<file path="src/hdl/eth_bridge_pkg.sv">
`default_nettype none

package eth_bridge_pkg;

  typedef logic [47:0] mac_addr_t;
  typedef logic [31:0] ip_addr_t;
  typedef logic [15:0] udp_port_t;
  typedef logic [15:0] udp_len_t;
  typedef logic [7:0]  byte_t;
  typedef logic [4:0]  csr_addr_t;
  typedef logic [31:0] csr_data_t;
  typedef logic [4:0]  fifo_level_t;

  typedef enum logic {
    SEND_IDLE,
    SEND_WAIT_HDR
  } send_state_t;

  localparam int FIFO_DEPTH = 16;
  localparam int FIFO_AW    = 4;

  // Word register map
  localparam csr_addr_t REG_MAC_LO      = 5'd0;
  localparam csr_addr_t REG_MAC_HI      = 5'd1;
  localparam csr_addr_t REG_LOCAL_IP    = 5'd2;
  localparam csr_addr_t REG_GATEWAY     = 5'd3;
  localparam csr_addr_t REG_SUBNET      = 5'd4;
  localparam csr_addr_t REG_SEND_IP     = 5'd5;
  localparam csr_addr_t REG_SEND_PORTS  = 5'd6;
  localparam csr_addr_t REG_SEND_LEN    = 5'd7;
  localparam csr_addr_t REG_RECV_IP     = 5'd8;
  localparam csr_addr_t REG_RECV_PORTS  = 5'd9;
  localparam csr_addr_t REG_RECV_LEN    = 5'd10;
  localparam csr_addr_t REG_RECV_MAC_LO = 5'd11;
  localparam csr_addr_t REG_RECV_MAC_HI = 5'd12;
  localparam csr_addr_t REG_CMD         = 5'd13;
  localparam csr_addr_t REG_STATUS      = 5'd14;
  localparam csr_addr_t REG_TX_DATA     = 5'd15;
  localparam csr_addr_t REG_RX_DATA     = 5'd16;

  localparam int CMD_SEND    = 0;
  localparam int CMD_CLR_IRQ = 1;
  localparam int CMD_CLR_RXF = 2;
  localparam int CMD_CLR_TXF = 3;

  localparam int STAT_IRQ_RECV = 0;
  localparam int STAT_IRQ_SENT = 1;
  localparam int STAT_RX_EMPTY = 2;
  localparam int STAT_RX_FULL  = 3;
  localparam int STAT_TX_EMPTY = 4;
  localparam int STAT_TX_FULL  = 5;
  localparam int STAT_RX_LVL   = 8;
  localparam int STAT_TX_LVL   = 16;

  localparam int DATA_LAST_BIT  = 8;
  localparam int DATA_VALID_BIT = 9;

endpackage

`default_nettype wire

</file>
<file path="src/hdl/stream_if.sv">
`default_nettype none

interface stream_if
  import eth_bridge_pkg::*;
();

  byte_t tdata;
  logic  tvalid;
  logic  tready;
  logic  tlast;

  modport source (
    output tdata,
    output tvalid,
    output tlast,
    input  tready
  );

  modport sink (
    input  tdata,
    input  tvalid,
    input  tlast,
    output tready
  );

endinterface

`default_nettype wire

</file>
<file path="src/hdl/udp_hdr_if.sv">
`default_nettype none

interface udp_hdr_if
  import eth_bridge_pkg::*;
();

  mac_addr_t mac;
  ip_addr_t  ip;
  udp_port_t src_port;
  udp_port_t dst_port;
  udp_len_t  length;

  modport producer (
    output mac,
    output ip,
    output src_port,
    output dst_port,
    output length
  );

  modport consumer (
    input mac,
    input ip,
    input src_port,
    input dst_port,
    input length
  );

endinterface

`default_nettype wire

</file>
<file path="src/hdl/eth_csr.sv">
`default_nettype none

module eth_csr
  import eth_bridge_pkg::*;
(
  input  wire              clk,
  input  wire              rst,
  input  wire              i_csr_wr,
  input  wire              i_csr_rd,
  input  wire csr_addr_t   i_csr_addr,
  input  wire csr_data_t   i_csr_wdata,
  output csr_data_t        o_csr_rdata,
  output logic             o_csr_rvalid,
  stream_if.source         o_tx_push,
  stream_if.sink           i_rx_pop,
  input  wire fifo_level_t i_rx_level,
  input  wire fifo_level_t i_tx_level,
  udp_hdr_if.consumer      i_recv,
  udp_hdr_if.producer      o_send,
  output mac_addr_t        o_local_mac,
  output ip_addr_t         o_local_ip,
  output ip_addr_t         o_gateway_ip,
  output ip_addr_t         o_subnet_mask,
  input  wire              i_irq_recv,
  input  wire              i_irq_sent,
  output logic             o_send_req,
  output logic             o_clr_irq,
  output logic             o_clr_rxf,
  output logic             o_clr_txf
);

  ip_addr_t  send_ip;
  udp_port_t send_src_port;
  udp_port_t send_dst_port;
  udp_len_t  send_len;
  logic      cmd_wr;
  csr_data_t status;
  csr_data_t rdata_next;

  assign cmd_wr     = i_csr_wr && (i_csr_addr == REG_CMD);
  assign o_send_req = cmd_wr && i_csr_wdata[CMD_SEND];
  assign o_clr_irq  = cmd_wr && i_csr_wdata[CMD_CLR_IRQ];
  assign o_clr_rxf  = cmd_wr && i_csr_wdata[CMD_CLR_RXF];
  assign o_clr_txf  = cmd_wr && i_csr_wdata[CMD_CLR_TXF];

  // Data window writes push straight into the tx FIFO which drops them when full
  assign o_tx_push.tvalid = i_csr_wr && (i_csr_addr == REG_TX_DATA);
  assign o_tx_push.tdata  = i_csr_wdata[7:0];
  assign o_tx_push.tlast  = i_csr_wdata[DATA_LAST_BIT];

  assign i_rx_pop.tready = i_csr_rd && (i_csr_addr == REG_RX_DATA);

  // Source MAC of the outgoing frame
  assign o_send.mac      = o_local_mac;
  assign o_send.ip       = send_ip;
  assign o_send.src_port = send_src_port;
  assign o_send.dst_port = send_dst_port;
  assign o_send.length   = send_len;

  always_ff @(posedge clk) begin
    if (rst) begin
      o_local_mac   <= '0;
      o_local_ip    <= '0;
      o_gateway_ip  <= '0;
      o_subnet_mask <= '0;
      send_ip       <= '0;
      send_src_port <= '0;
      send_dst_port <= '0;
      send_len      <= '0;
    end else if (i_csr_wr) begin
      case (i_csr_addr)
        REG_MAC_LO:     o_local_mac[31:0]  <= i_csr_wdata;
        REG_MAC_HI:     o_local_mac[47:32] <= i_csr_wdata[15:0];
        REG_LOCAL_IP:   o_local_ip         <= i_csr_wdata;
        REG_GATEWAY:    o_gateway_ip       <= i_csr_wdata;
        REG_SUBNET:     o_subnet_mask      <= i_csr_wdata;
        REG_SEND_IP:    send_ip            <= i_csr_wdata;
        REG_SEND_PORTS: begin
          send_src_port <= i_csr_wdata[31:16];
          send_dst_port <= i_csr_wdata[15:0];
        end
        REG_SEND_LEN:   send_len           <= i_csr_wdata[15:0];
        default:        ;
      endcase
    end
  end

  always_comb begin
    status = '0;
    status[STAT_IRQ_RECV] = i_irq_recv;
    status[STAT_IRQ_SENT] = i_irq_sent;
    status[STAT_RX_EMPTY] = (i_rx_level == '0);
    status[STAT_RX_FULL]  = (i_rx_level == fifo_level_t'(FIFO_DEPTH));
    status[STAT_TX_EMPTY] = (i_tx_level == '0);
    status[STAT_TX_FULL]  = (i_tx_level == fifo_level_t'(FIFO_DEPTH));
    status[STAT_RX_LVL +: $bits(fifo_level_t)] = i_rx_level;
    status[STAT_TX_LVL +: $bits(fifo_level_t)] = i_tx_level;
  end

  always_comb begin
    rdata_next = '0;
    case (i_csr_addr)
      REG_MAC_LO:      rdata_next = o_local_mac[31:0];
      REG_MAC_HI:      rdata_next[15:0] = o_local_mac[47:32];
      REG_LOCAL_IP:    rdata_next = o_local_ip;
      REG_GATEWAY:     rdata_next = o_gateway_ip;
      REG_SUBNET:      rdata_next = o_subnet_mask;
      REG_SEND_IP:     rdata_next = send_ip;
      REG_SEND_PORTS:  rdata_next = {send_src_port, send_dst_port};
      REG_SEND_LEN:    rdata_next[15:0] = send_len;
      REG_RECV_IP:     rdata_next = i_recv.ip;
      REG_RECV_PORTS:  rdata_next = {i_recv.src_port, i_recv.dst_port};
      REG_RECV_LEN:    rdata_next[15:0] = i_recv.length;
      REG_RECV_MAC_LO: rdata_next = i_recv.mac[31:0];
      REG_RECV_MAC_HI: rdata_next[15:0] = i_recv.mac[47:32];
      REG_STATUS:      rdata_next = status;
      REG_RX_DATA: begin
        if (i_rx_pop.tvalid) begin
          rdata_next[7:0]            = i_rx_pop.tdata;
          rdata_next[DATA_LAST_BIT]  = i_rx_pop.tlast;
          rdata_next[DATA_VALID_BIT] = 1'b1;
        end
      end
      default:         rdata_next = '0;
    endcase
  end

  always_ff @(posedge clk) begin
    if (rst) begin
      o_csr_rvalid <= 1'b0;
    end else begin
      o_csr_rvalid <= i_csr_rd;
    end
  end

  always_ff @(posedge clk) begin
    if (i_csr_rd) begin
      o_csr_rdata <= rdata_next;
    end
  end

endmodule

`default_nettype wire

</file>
<file path="src/hdl/eth_udp_bridge.sv">
`default_nettype none

module eth_udp_bridge
  import eth_bridge_pkg::*;
(
  input  wire              clk,
  input  wire              rst,
  input  wire              i_csr_wr,
  input  wire              i_csr_rd,
  input  wire csr_addr_t   i_csr_addr,
  input  wire csr_data_t   i_csr_wdata,
  output csr_data_t        o_csr_rdata,
  output logic             o_csr_rvalid,
  input  wire byte_t       i_rx_tdata,
  input  wire              i_rx_tvalid,
  input  wire              i_rx_tlast,
  output logic             o_rx_tready,
  input  wire              i_rx_hdr_valid,
  input  wire mac_addr_t   i_rx_mac,
  input  wire ip_addr_t    i_rx_ip,
  input  wire udp_port_t   i_rx_src_port,
  input  wire udp_port_t   i_rx_dst_port,
  input  wire udp_len_t    i_rx_len,
  output logic             o_tx_hdr_valid,
  input  wire              i_tx_hdr_ready,
  output mac_addr_t        o_tx_mac,
  output ip_addr_t         o_tx_ip,
  output ip_addr_t         o_tx_src_ip,
  output udp_port_t        o_tx_src_port,
  output udp_port_t        o_tx_dst_port,
  output udp_len_t         o_tx_len,
  output byte_t            o_tx_tdata,
  output logic             o_tx_tvalid,
  output logic             o_tx_tlast,
  input  wire              i_tx_tready,
  output mac_addr_t        o_local_mac,
  output ip_addr_t         o_local_ip,
  output ip_addr_t         o_gateway_ip,
  output ip_addr_t         o_subnet_mask,
  output logic             o_pkt_recv,
  output logic             o_pkt_sent
);

  stream_if  rx_in ();
  stream_if  rx_out ();
  stream_if  tx_in ();
  stream_if  tx_out ();
  udp_hdr_if rx_hdr ();
  udp_hdr_if recv_hdr ();
  udp_hdr_if send_hdr ();

  fifo_level_t rx_level;
  fifo_level_t tx_level;
  logic        rx_done;
  logic        tx_done;
  logic        send_req;
  logic        clr_irq;
  logic        clr_rxf;
  logic        clr_txf;

  // Stack payload streams
  assign rx_in.tdata  = i_rx_tdata;
  assign rx_in.tvalid = i_rx_tvalid;
  assign rx_in.tlast  = i_rx_tlast;
  assign o_rx_tready  = rx_in.tready;

  assign o_tx_tdata    = tx_out.tdata;
  assign o_tx_tvalid   = tx_out.tvalid;
  assign o_tx_tlast    = tx_out.tlast;
  assign tx_out.tready = i_tx_tready;

  // Stack header buses
  assign rx_hdr.mac      = i_rx_mac;
  assign rx_hdr.ip       = i_rx_ip;
  assign rx_hdr.src_port = i_rx_src_port;
  assign rx_hdr.dst_port = i_rx_dst_port;
  assign rx_hdr.length   = i_rx_len;

  assign o_tx_mac      = send_hdr.mac;
  assign o_tx_ip       = send_hdr.ip;
  assign o_tx_src_port = send_hdr.src_port;
  assign o_tx_dst_port = send_hdr.dst_port;
  assign o_tx_len      = send_hdr.length;
  assign o_tx_src_ip   = o_local_ip;

  pkt_fifo rx_fifo_i (
    .clk     (clk),
    .rst     (rst),
    .i_wr    (rx_in),
    .o_rd    (rx_out),
    .i_clear (clr_rxf),
    .o_level (rx_level),
    .o_done  (rx_done)
  );

  pkt_fifo tx_fifo_i (
    .clk     (clk),
    .rst     (rst),
    .i_wr    (tx_in),
    .o_rd    (tx_out),
    .i_clear (clr_txf),
    .o_level (tx_level),
    .o_done  (tx_done)
  );

  eth_csr csr_i (
    .clk           (clk),
    .rst           (rst),
    .i_csr_wr      (i_csr_wr),
    .i_csr_rd      (i_csr_rd),
    .i_csr_addr    (i_csr_addr),
    .i_csr_wdata   (i_csr_wdata),
    .o_csr_rdata   (o_csr_rdata),
    .o_csr_rvalid  (o_csr_rvalid),
    .o_tx_push     (tx_in),
    .i_rx_pop      (rx_out),
    .i_rx_level    (rx_level),
    .i_tx_level    (tx_level),
    .i_recv        (recv_hdr),
    .o_send        (send_hdr),
    .o_local_mac   (o_local_mac),
    .o_local_ip    (o_local_ip),
    .o_gateway_ip  (o_gateway_ip),
    .o_subnet_mask (o_subnet_mask),
    .i_irq_recv    (o_pkt_recv),
    .i_irq_sent    (o_pkt_sent),
    .o_send_req    (send_req),
    .o_clr_irq     (clr_irq),
    .o_clr_rxf     (clr_rxf),
    .o_clr_txf     (clr_txf)
  );

  udp_event_ctrl evt_i (
    .clk            (clk),
    .rst            (rst),
    .i_rx_hdr_valid (i_rx_hdr_valid),
    .i_rx_hdr       (rx_hdr),
    .o_recv         (recv_hdr),
    .i_send_req     (send_req),
    .o_tx_hdr_valid (o_tx_hdr_valid),
    .i_tx_hdr_ready (i_tx_hdr_ready),
    .i_rx_done      (rx_done),
    .i_tx_done      (tx_done),
    .i_clr_irq      (clr_irq),
    .o_irq_recv     (o_pkt_recv),
    .o_irq_sent     (o_pkt_sent)
  );

endmodule

`default_nettype wire

</file>
<file path="src/hdl/pkt_fifo.sv">
`default_nettype none

module pkt_fifo
  import eth_bridge_pkg::*;
(
  input  wire         clk,
  input  wire         rst,
  stream_if.sink      i_wr,
  stream_if.source    o_rd,
  input  wire         i_clear,
  output fifo_level_t o_level,
  output logic        o_done
);

  // Last flag sits in bit 8 of each entry
  logic [8:0]         mem [FIFO_DEPTH];
  logic [FIFO_AW-1:0] wr_ptr;
  logic [FIFO_AW-1:0] rd_ptr;
  fifo_level_t        level;
  logic               push;
  logic               pop;

  assign i_wr.tready = (level != fifo_level_t'(FIFO_DEPTH));
  assign push        = i_wr.tvalid && i_wr.tready;

  // Head is shown as soon as it is stored
  assign o_rd.tvalid = (level != '0);
  assign o_rd.tdata  = mem[rd_ptr][7:0];
  assign o_rd.tlast  = mem[rd_ptr][8];
  assign pop         = o_rd.tvalid && o_rd.tready;

  assign o_level = level;
  assign o_done  = pop && o_rd.tlast;

  always_ff @(posedge clk) begin
    if (push) begin
      mem[wr_ptr] <= {i_wr.tlast, i_wr.tdata};
    end
  end

  always_ff @(posedge clk) begin
    if (rst || i_clear) begin
      wr_ptr <= '0;
      rd_ptr <= '0;
      level  <= '0;
    end else begin
      if (push) begin
        wr_ptr <= wr_ptr + 1'b1;
      end
      if (pop) begin
        rd_ptr <= rd_ptr + 1'b1;
      end
      case ({push, pop})
        2'b10:   level <= level + 1'b1;
        2'b01:   level <= level - 1'b1;
        default: level <= level;
      endcase
    end
  end

  a_level_max: assert property (
    @(posedge clk) disable iff (rst)
    level <= fifo_level_t'(FIFO_DEPTH)
  );

  // Stalled head stays put until the consumer takes it
  a_hold_stable: assert property (
    @(posedge clk) disable iff (rst)
    o_rd.tvalid && !o_rd.tready && !i_clear
      |=> o_rd.tvalid && $stable(o_rd.tdata) && $stable(o_rd.tlast)
  );

endmodule

`default_nettype wire

</file>
<file path="src/hdl/udp_event_ctrl.sv">
`default_nettype none

module udp_event_ctrl
  import eth_bridge_pkg::*;
(
  input  wire         clk,
  input  wire         rst,
  input  wire         i_rx_hdr_valid,
  udp_hdr_if.consumer i_rx_hdr,
  udp_hdr_if.producer o_recv,
  input  wire         i_send_req,
  output logic        o_tx_hdr_valid,
  input  wire         i_tx_hdr_ready,
  input  wire         i_rx_done,
  input  wire         i_tx_done,
  input  wire         i_clr_irq,
  output logic        o_irq_recv,
  output logic        o_irq_sent
);

  send_state_t state;

  // Header of the last received datagram
  always_ff @(posedge clk) begin
    if (rst) begin
      o_recv.mac      <= '0;
      o_recv.ip       <= '0;
      o_recv.src_port <= '0;
      o_recv.dst_port <= '0;
      o_recv.length   <= '0;
    end else if (i_rx_hdr_valid) begin
      o_recv.mac      <= i_rx_hdr.mac;
      o_recv.ip       <= i_rx_hdr.ip;
      o_recv.src_port <= i_rx_hdr.src_port;
      o_recv.dst_port <= i_rx_hdr.dst_port;
      o_recv.length   <= i_rx_hdr.length;
    end
  end

  always_ff @(posedge clk) begin
    if (rst) begin
      state <= SEND_IDLE;
    end else begin
      case (state)
        SEND_IDLE:     state <= i_send_req ? SEND_WAIT_HDR : SEND_IDLE;
        SEND_WAIT_HDR: state <= i_tx_hdr_ready ? SEND_IDLE : SEND_WAIT_HDR;
        default:       state <= SEND_IDLE;
      endcase
    end
  end

  assign o_tx_hdr_valid = (state == SEND_WAIT_HDR);

  // Clear wins over a set in the same cycle
  always_ff @(posedge clk) begin
    if (rst || i_clr_irq) begin
      o_irq_recv <= 1'b0;
      o_irq_sent <= 1'b0;
    end else begin
      o_irq_recv <= o_irq_recv || i_rx_done;
      o_irq_sent <= o_irq_sent || i_tx_done;
    end
  end

  a_hdr_hold: assert property (
    @(posedge clk) disable iff (rst)
    o_tx_hdr_valid && !i_tx_hdr_ready |=> o_tx_hdr_valid
  );

endmodule

`default_nettype wire

</file>
<file path="config.mk">
export PLATFORM = sky130hd
export DESIGN_NAME = eth_udp_bridge
export DESIGN_NICKNAME = d
export VERILOG_FILES = /design/src/hdl/eth_bridge_pkg.sv /design/src/hdl/stream_if.sv /design/src/hdl/udp_hdr_if.sv /design/src/hdl/eth_csr.sv /design/src/hdl/eth_udp_bridge.sv /design/src/hdl/pkt_fifo.sv /design/src/hdl/udp_event_ctrl.sv
export SDC_FILE = /design/constraint.sdc
export NUM_CORES = 1
export LEC_CHECK = 0
export BUFFER_PORTS_ARGS = -buffer_cell sky130_fd_sc_hd__buf_2
export CAP_MARGIN = 20
export CORE_UTILIZATION = 45
export CTS_CLUSTER_DIAMETER = 100
export DETAILED_ROUTE_END_ITERATION = 12
export PLACE_DENSITY = 0.67
export SETUP_SLACK_MARGIN = 0.05
export SYNTH_ARGS = -nofsm -noshare
export SYNTH_HDL_FRONTEND = slang
export SYNTH_SLANG_ARGS = --single-unit
</file>
<file path="constraint.sdc">
create_clock -name clk -period 3.5 [get_ports clk]
set_input_delay 0.7 -clock clk [delete_from_list [all_inputs] [get_ports clk]]
set_output_delay 0.7 -clock clk [all_outputs]
set_load 0.01 [all_outputs]
</file>
==> run_results.csv <==
group,metric,value,unit
global_route,antenna_found_initial,17,
cts,clock_path_buffers,3,
synth,synthTopCellsByArea,"edfxtp_1 (33%), dfxtp_1 (27%), nand2_1 (6.3%)",
cts,cts_tree,"built",
timing,final_hold_viol_count,0,
timing,max_freq,0.308,GHz
synth,syn_nets,2715,
timing,drv_slew,0,
detailed_routing,via_per_inst,5.88,
cts,cts.clk_slew.worst_paths,0.06,ns
cts,postCtsSetupBuffers,0,
floorplan,fp-row-count,92,
worst_setup_path,rrSetupSlack,0.32,ns
power,p_total,18.0,mW
global_route,track_usage,31.1,%
timing,final-setup-viol-count,0,
cts,clock-sinks,710,
timing,skew,0.0338,ns
synth,synth_area,0.0289,mm2
synth,synth_edf_count,320,
floorplan,fp.dieW,255,um
synth,synth_top_area_share,33.2,%
timing,setup_tns,0,ns
cts,clkLatencyLatePin,0.63,ns
timing,fin_crit,3.25,ns
timing,worstMarginPinSlew,1.15,ns
synth,async_reset_ff_share,0,%
synth,ys_seq_area_share,60.2,%
run,drv_cap,0,
cells_and_area,instances_no_fill,3834,
synth,ys_ff_latch,710,
detailed_routing,remaining_drc_errors,0,
place,placed_cells,3686,
hold_path,min_path_type,"in2reg",
timing,slew_headroom,23.3,%
global_route,grt_max_degree,159,
floorplan,core_region_area,0.0633,mm2
cts,post_cts_resize_count,0,
power,pwr_density_cell,524,mW/mm2
power,ir_worst_vdd,0.000464,V
timing,rsz0062_at_grt,"no",
cts,root_buffer,"clkbuf_16",
worst_setup_path,cp-start-kind,"flop",
worst_setup_path,cp-end-kind,"output pin",
floorplan,start_util,45.7,%
cts,cts_hold_buf,0,
cts,numCtsBuffers,76,
detailed_routing,first_pass_iters,9,
detailed_routing,wl_per_cell,27.1,um
floorplan,die_h,255,um
place,dp_hpwl,73.4,mm
cells_and_area,area_growth_syn_to_layout,18.9,%
synth,yosys.cell_types.count,61,
global_route,overflow,0,
timing,finalCritPeriodShare,92.8,%
synth,postSynthAreaPerCell,11.5,um2
cells_and_area,nNetsFinal,3116,
synth,netlist_instances,2517,
global_route,grt_pass1_wl,149,mm
floorplan,fp.dieArea,0.0653,mm2
detailed_routing,ant_nets,0,
synth,yosys_warnings,0,
cts,htree_levels,3,
synth,synth_top_cell_by_area,"edfxtp_1",
status,outcome,"finished clean",
synth,synth-main-ff-cell,"dfxtp_1",
worst_setup_path,crit_type,"reg2out",
power,leakage,13.4,nW
worst_setup_path,critPathMaxFanout,36,
cells_and_area,drive_above_1_share,27.6,%
detailed_routing,initialDrtViolationCount,3103,
floorplan,design.portCount,533,
detailed_routing,dr_total_vias,22500,
global_route,grt_pass1_vias,21100,
detailed_routing,finalWirelength,104,mm
worst_setup_path,worstPathRequired,2.80,ns
place,gp_congestion,0.932,
place,place.port_buffers,532,
worst_setup_path,cp.arrival,2.55,ns
-- cell usage after synthesis (14+ instances only) --
cell / count
a21oi_1: 247
a222oi_1: 21
a22oi_1: 126
and3_1: 18
buf_2: 61
buf_4: 96
clkbuf_1: 109
dfxtp_1: 390
edfxtp_1: 320
ha_1: 16
mux2i_1: 142
mux4_2: 70
nand2_1: 483
nand3_1: 28
nand4_1: 17
nor2_1: 178
xor2_1: 14
-- placed cells by master (no fill, tap or decap), drive strengths merged, types with 12 or more instances in the layout --
master,instances
a22oi,126
and2,12
a221oi,13
mux2i,142
ha,16
nor2,179
a222oi,21
clkinv,17
nand3,28
buf,606
nand2,483
clkbuf,109
dfxtp,390
a211oi,12
edfxtp,320
inv,15
mux4,80
nand4,17
a21oi,247
or3,12
xor2,14
and3,18
-- stage by stage --
step	utilization (%)	hold WS [ns]	setup slack, ns	cell area [um2]
final	54.3	0.313	0.252	34400
after global routing	54.3	0.307	0.119	34400
after CTS	54.3	0.283	0.205	34400
after detailed placement	50.2	0.462	0.0297	31800
after global placement	50.2	0.455	0.113	31800
after floorplan	-	0.451	0.326	28900
-- area by class of cell --
class | instances | area, um2
diodes | 8 | 20.0
clock buffers | 108 | 2160
clock inverters | 32 | 375
fillers | 5377 | 28900
inverters | 9 | 33.8
multi-input cells | 1514 | 9940
flip-flops and latches | 710 | 17400
well taps | 846 | 1060
repair buffers | 607 | 3370
-- flip-flops by register name, summed over array words and instances (netlist names), 5 cells and up, named ones only --
| register | cells |
|---|---|
| csr_i.o_local_mac | 48 |
| evt_i.o_recv.src_port | 16 |
| evt_i.o_recv.dst_port | 16 |
| csr_i.o_send.length | 16 |
| evt_i.o_recv.length | 16 |
| tx_fifo_i.o_level | 5 |
| csr_i.o_local_ip | 32 |
| evt_i.o_recv.ip | 32 |
| csr_i.o_send.ip | 32 |
| csr_i.o_gateway_ip | 32 |
| tx_fifo_i.mem | 144 |
| csr_i.o_send.dst_port | 16 |
| rx_fifo_i.o_level | 5 |
| evt_i.o_recv.mac | 48 |
| csr_i.o_send.src_port | 16 |
| csr_i.o_subnet_mask | 32 |
| rx_fifo_i.mem | 144 |
| csr_i.o_csr_rdata | 32 |
-- final timing paths --
path                             startpoint                         to  cells past startpoint
setup / recovery                       flop              o_tx_tdata[6]                      4
setup reg to reg       rx_fifo_i.o_level[0]       rx_fifo_i.o_level[4]                     11
hold reg to reg   csr_i.o_send.dst_port[11]  csr_i.o_send.dst_port[11]                      2
hold / removal                  i_rx_len[9]     evt_i.o_recv.length[9]                      3
-- cells by family (layout without fill, tap and decap cells) --
kind of cell	Yosys count	count (layout)	synth area share [%]
DFF	710	710	60.2
and+or+nand+nor	792	792	11.4
buffers and inverters	293	756	5.52
muxes	223	223	11.3
xor gates and xnor gates	19	19	0.576
AOI/OAI and AO/OA	464	464	10.2
other	0	8	0
adders and majority gates	16	16	0.692
-- report_power, final --
part / total [mW] / switching (mW) / internal [mW]
clock: 8.22 / 3.37 / 4.85
sequential: 8.92 / 0.110 / 8.81
combinational: 0.864 / 0.558 / 0.306
total: 18.0 / 4.04 / 14.0
-- per-layer routing --
metal  track usage (%)  part of all wire, %
met1              39.6                   37
met2              49.2                   46
met3              9.25                   12
met4              13.1                  4.5
met5                 0                0.033
-- critical path, cell delays in order (launching register included) --
cell	delay, ns
dfxtp_2	0.33
buf_12	0.27
mux4_2	0.60
mux4_2	0.53
buf_2	0.16
No activity file was read; power rests on OpenSTA's default activity.
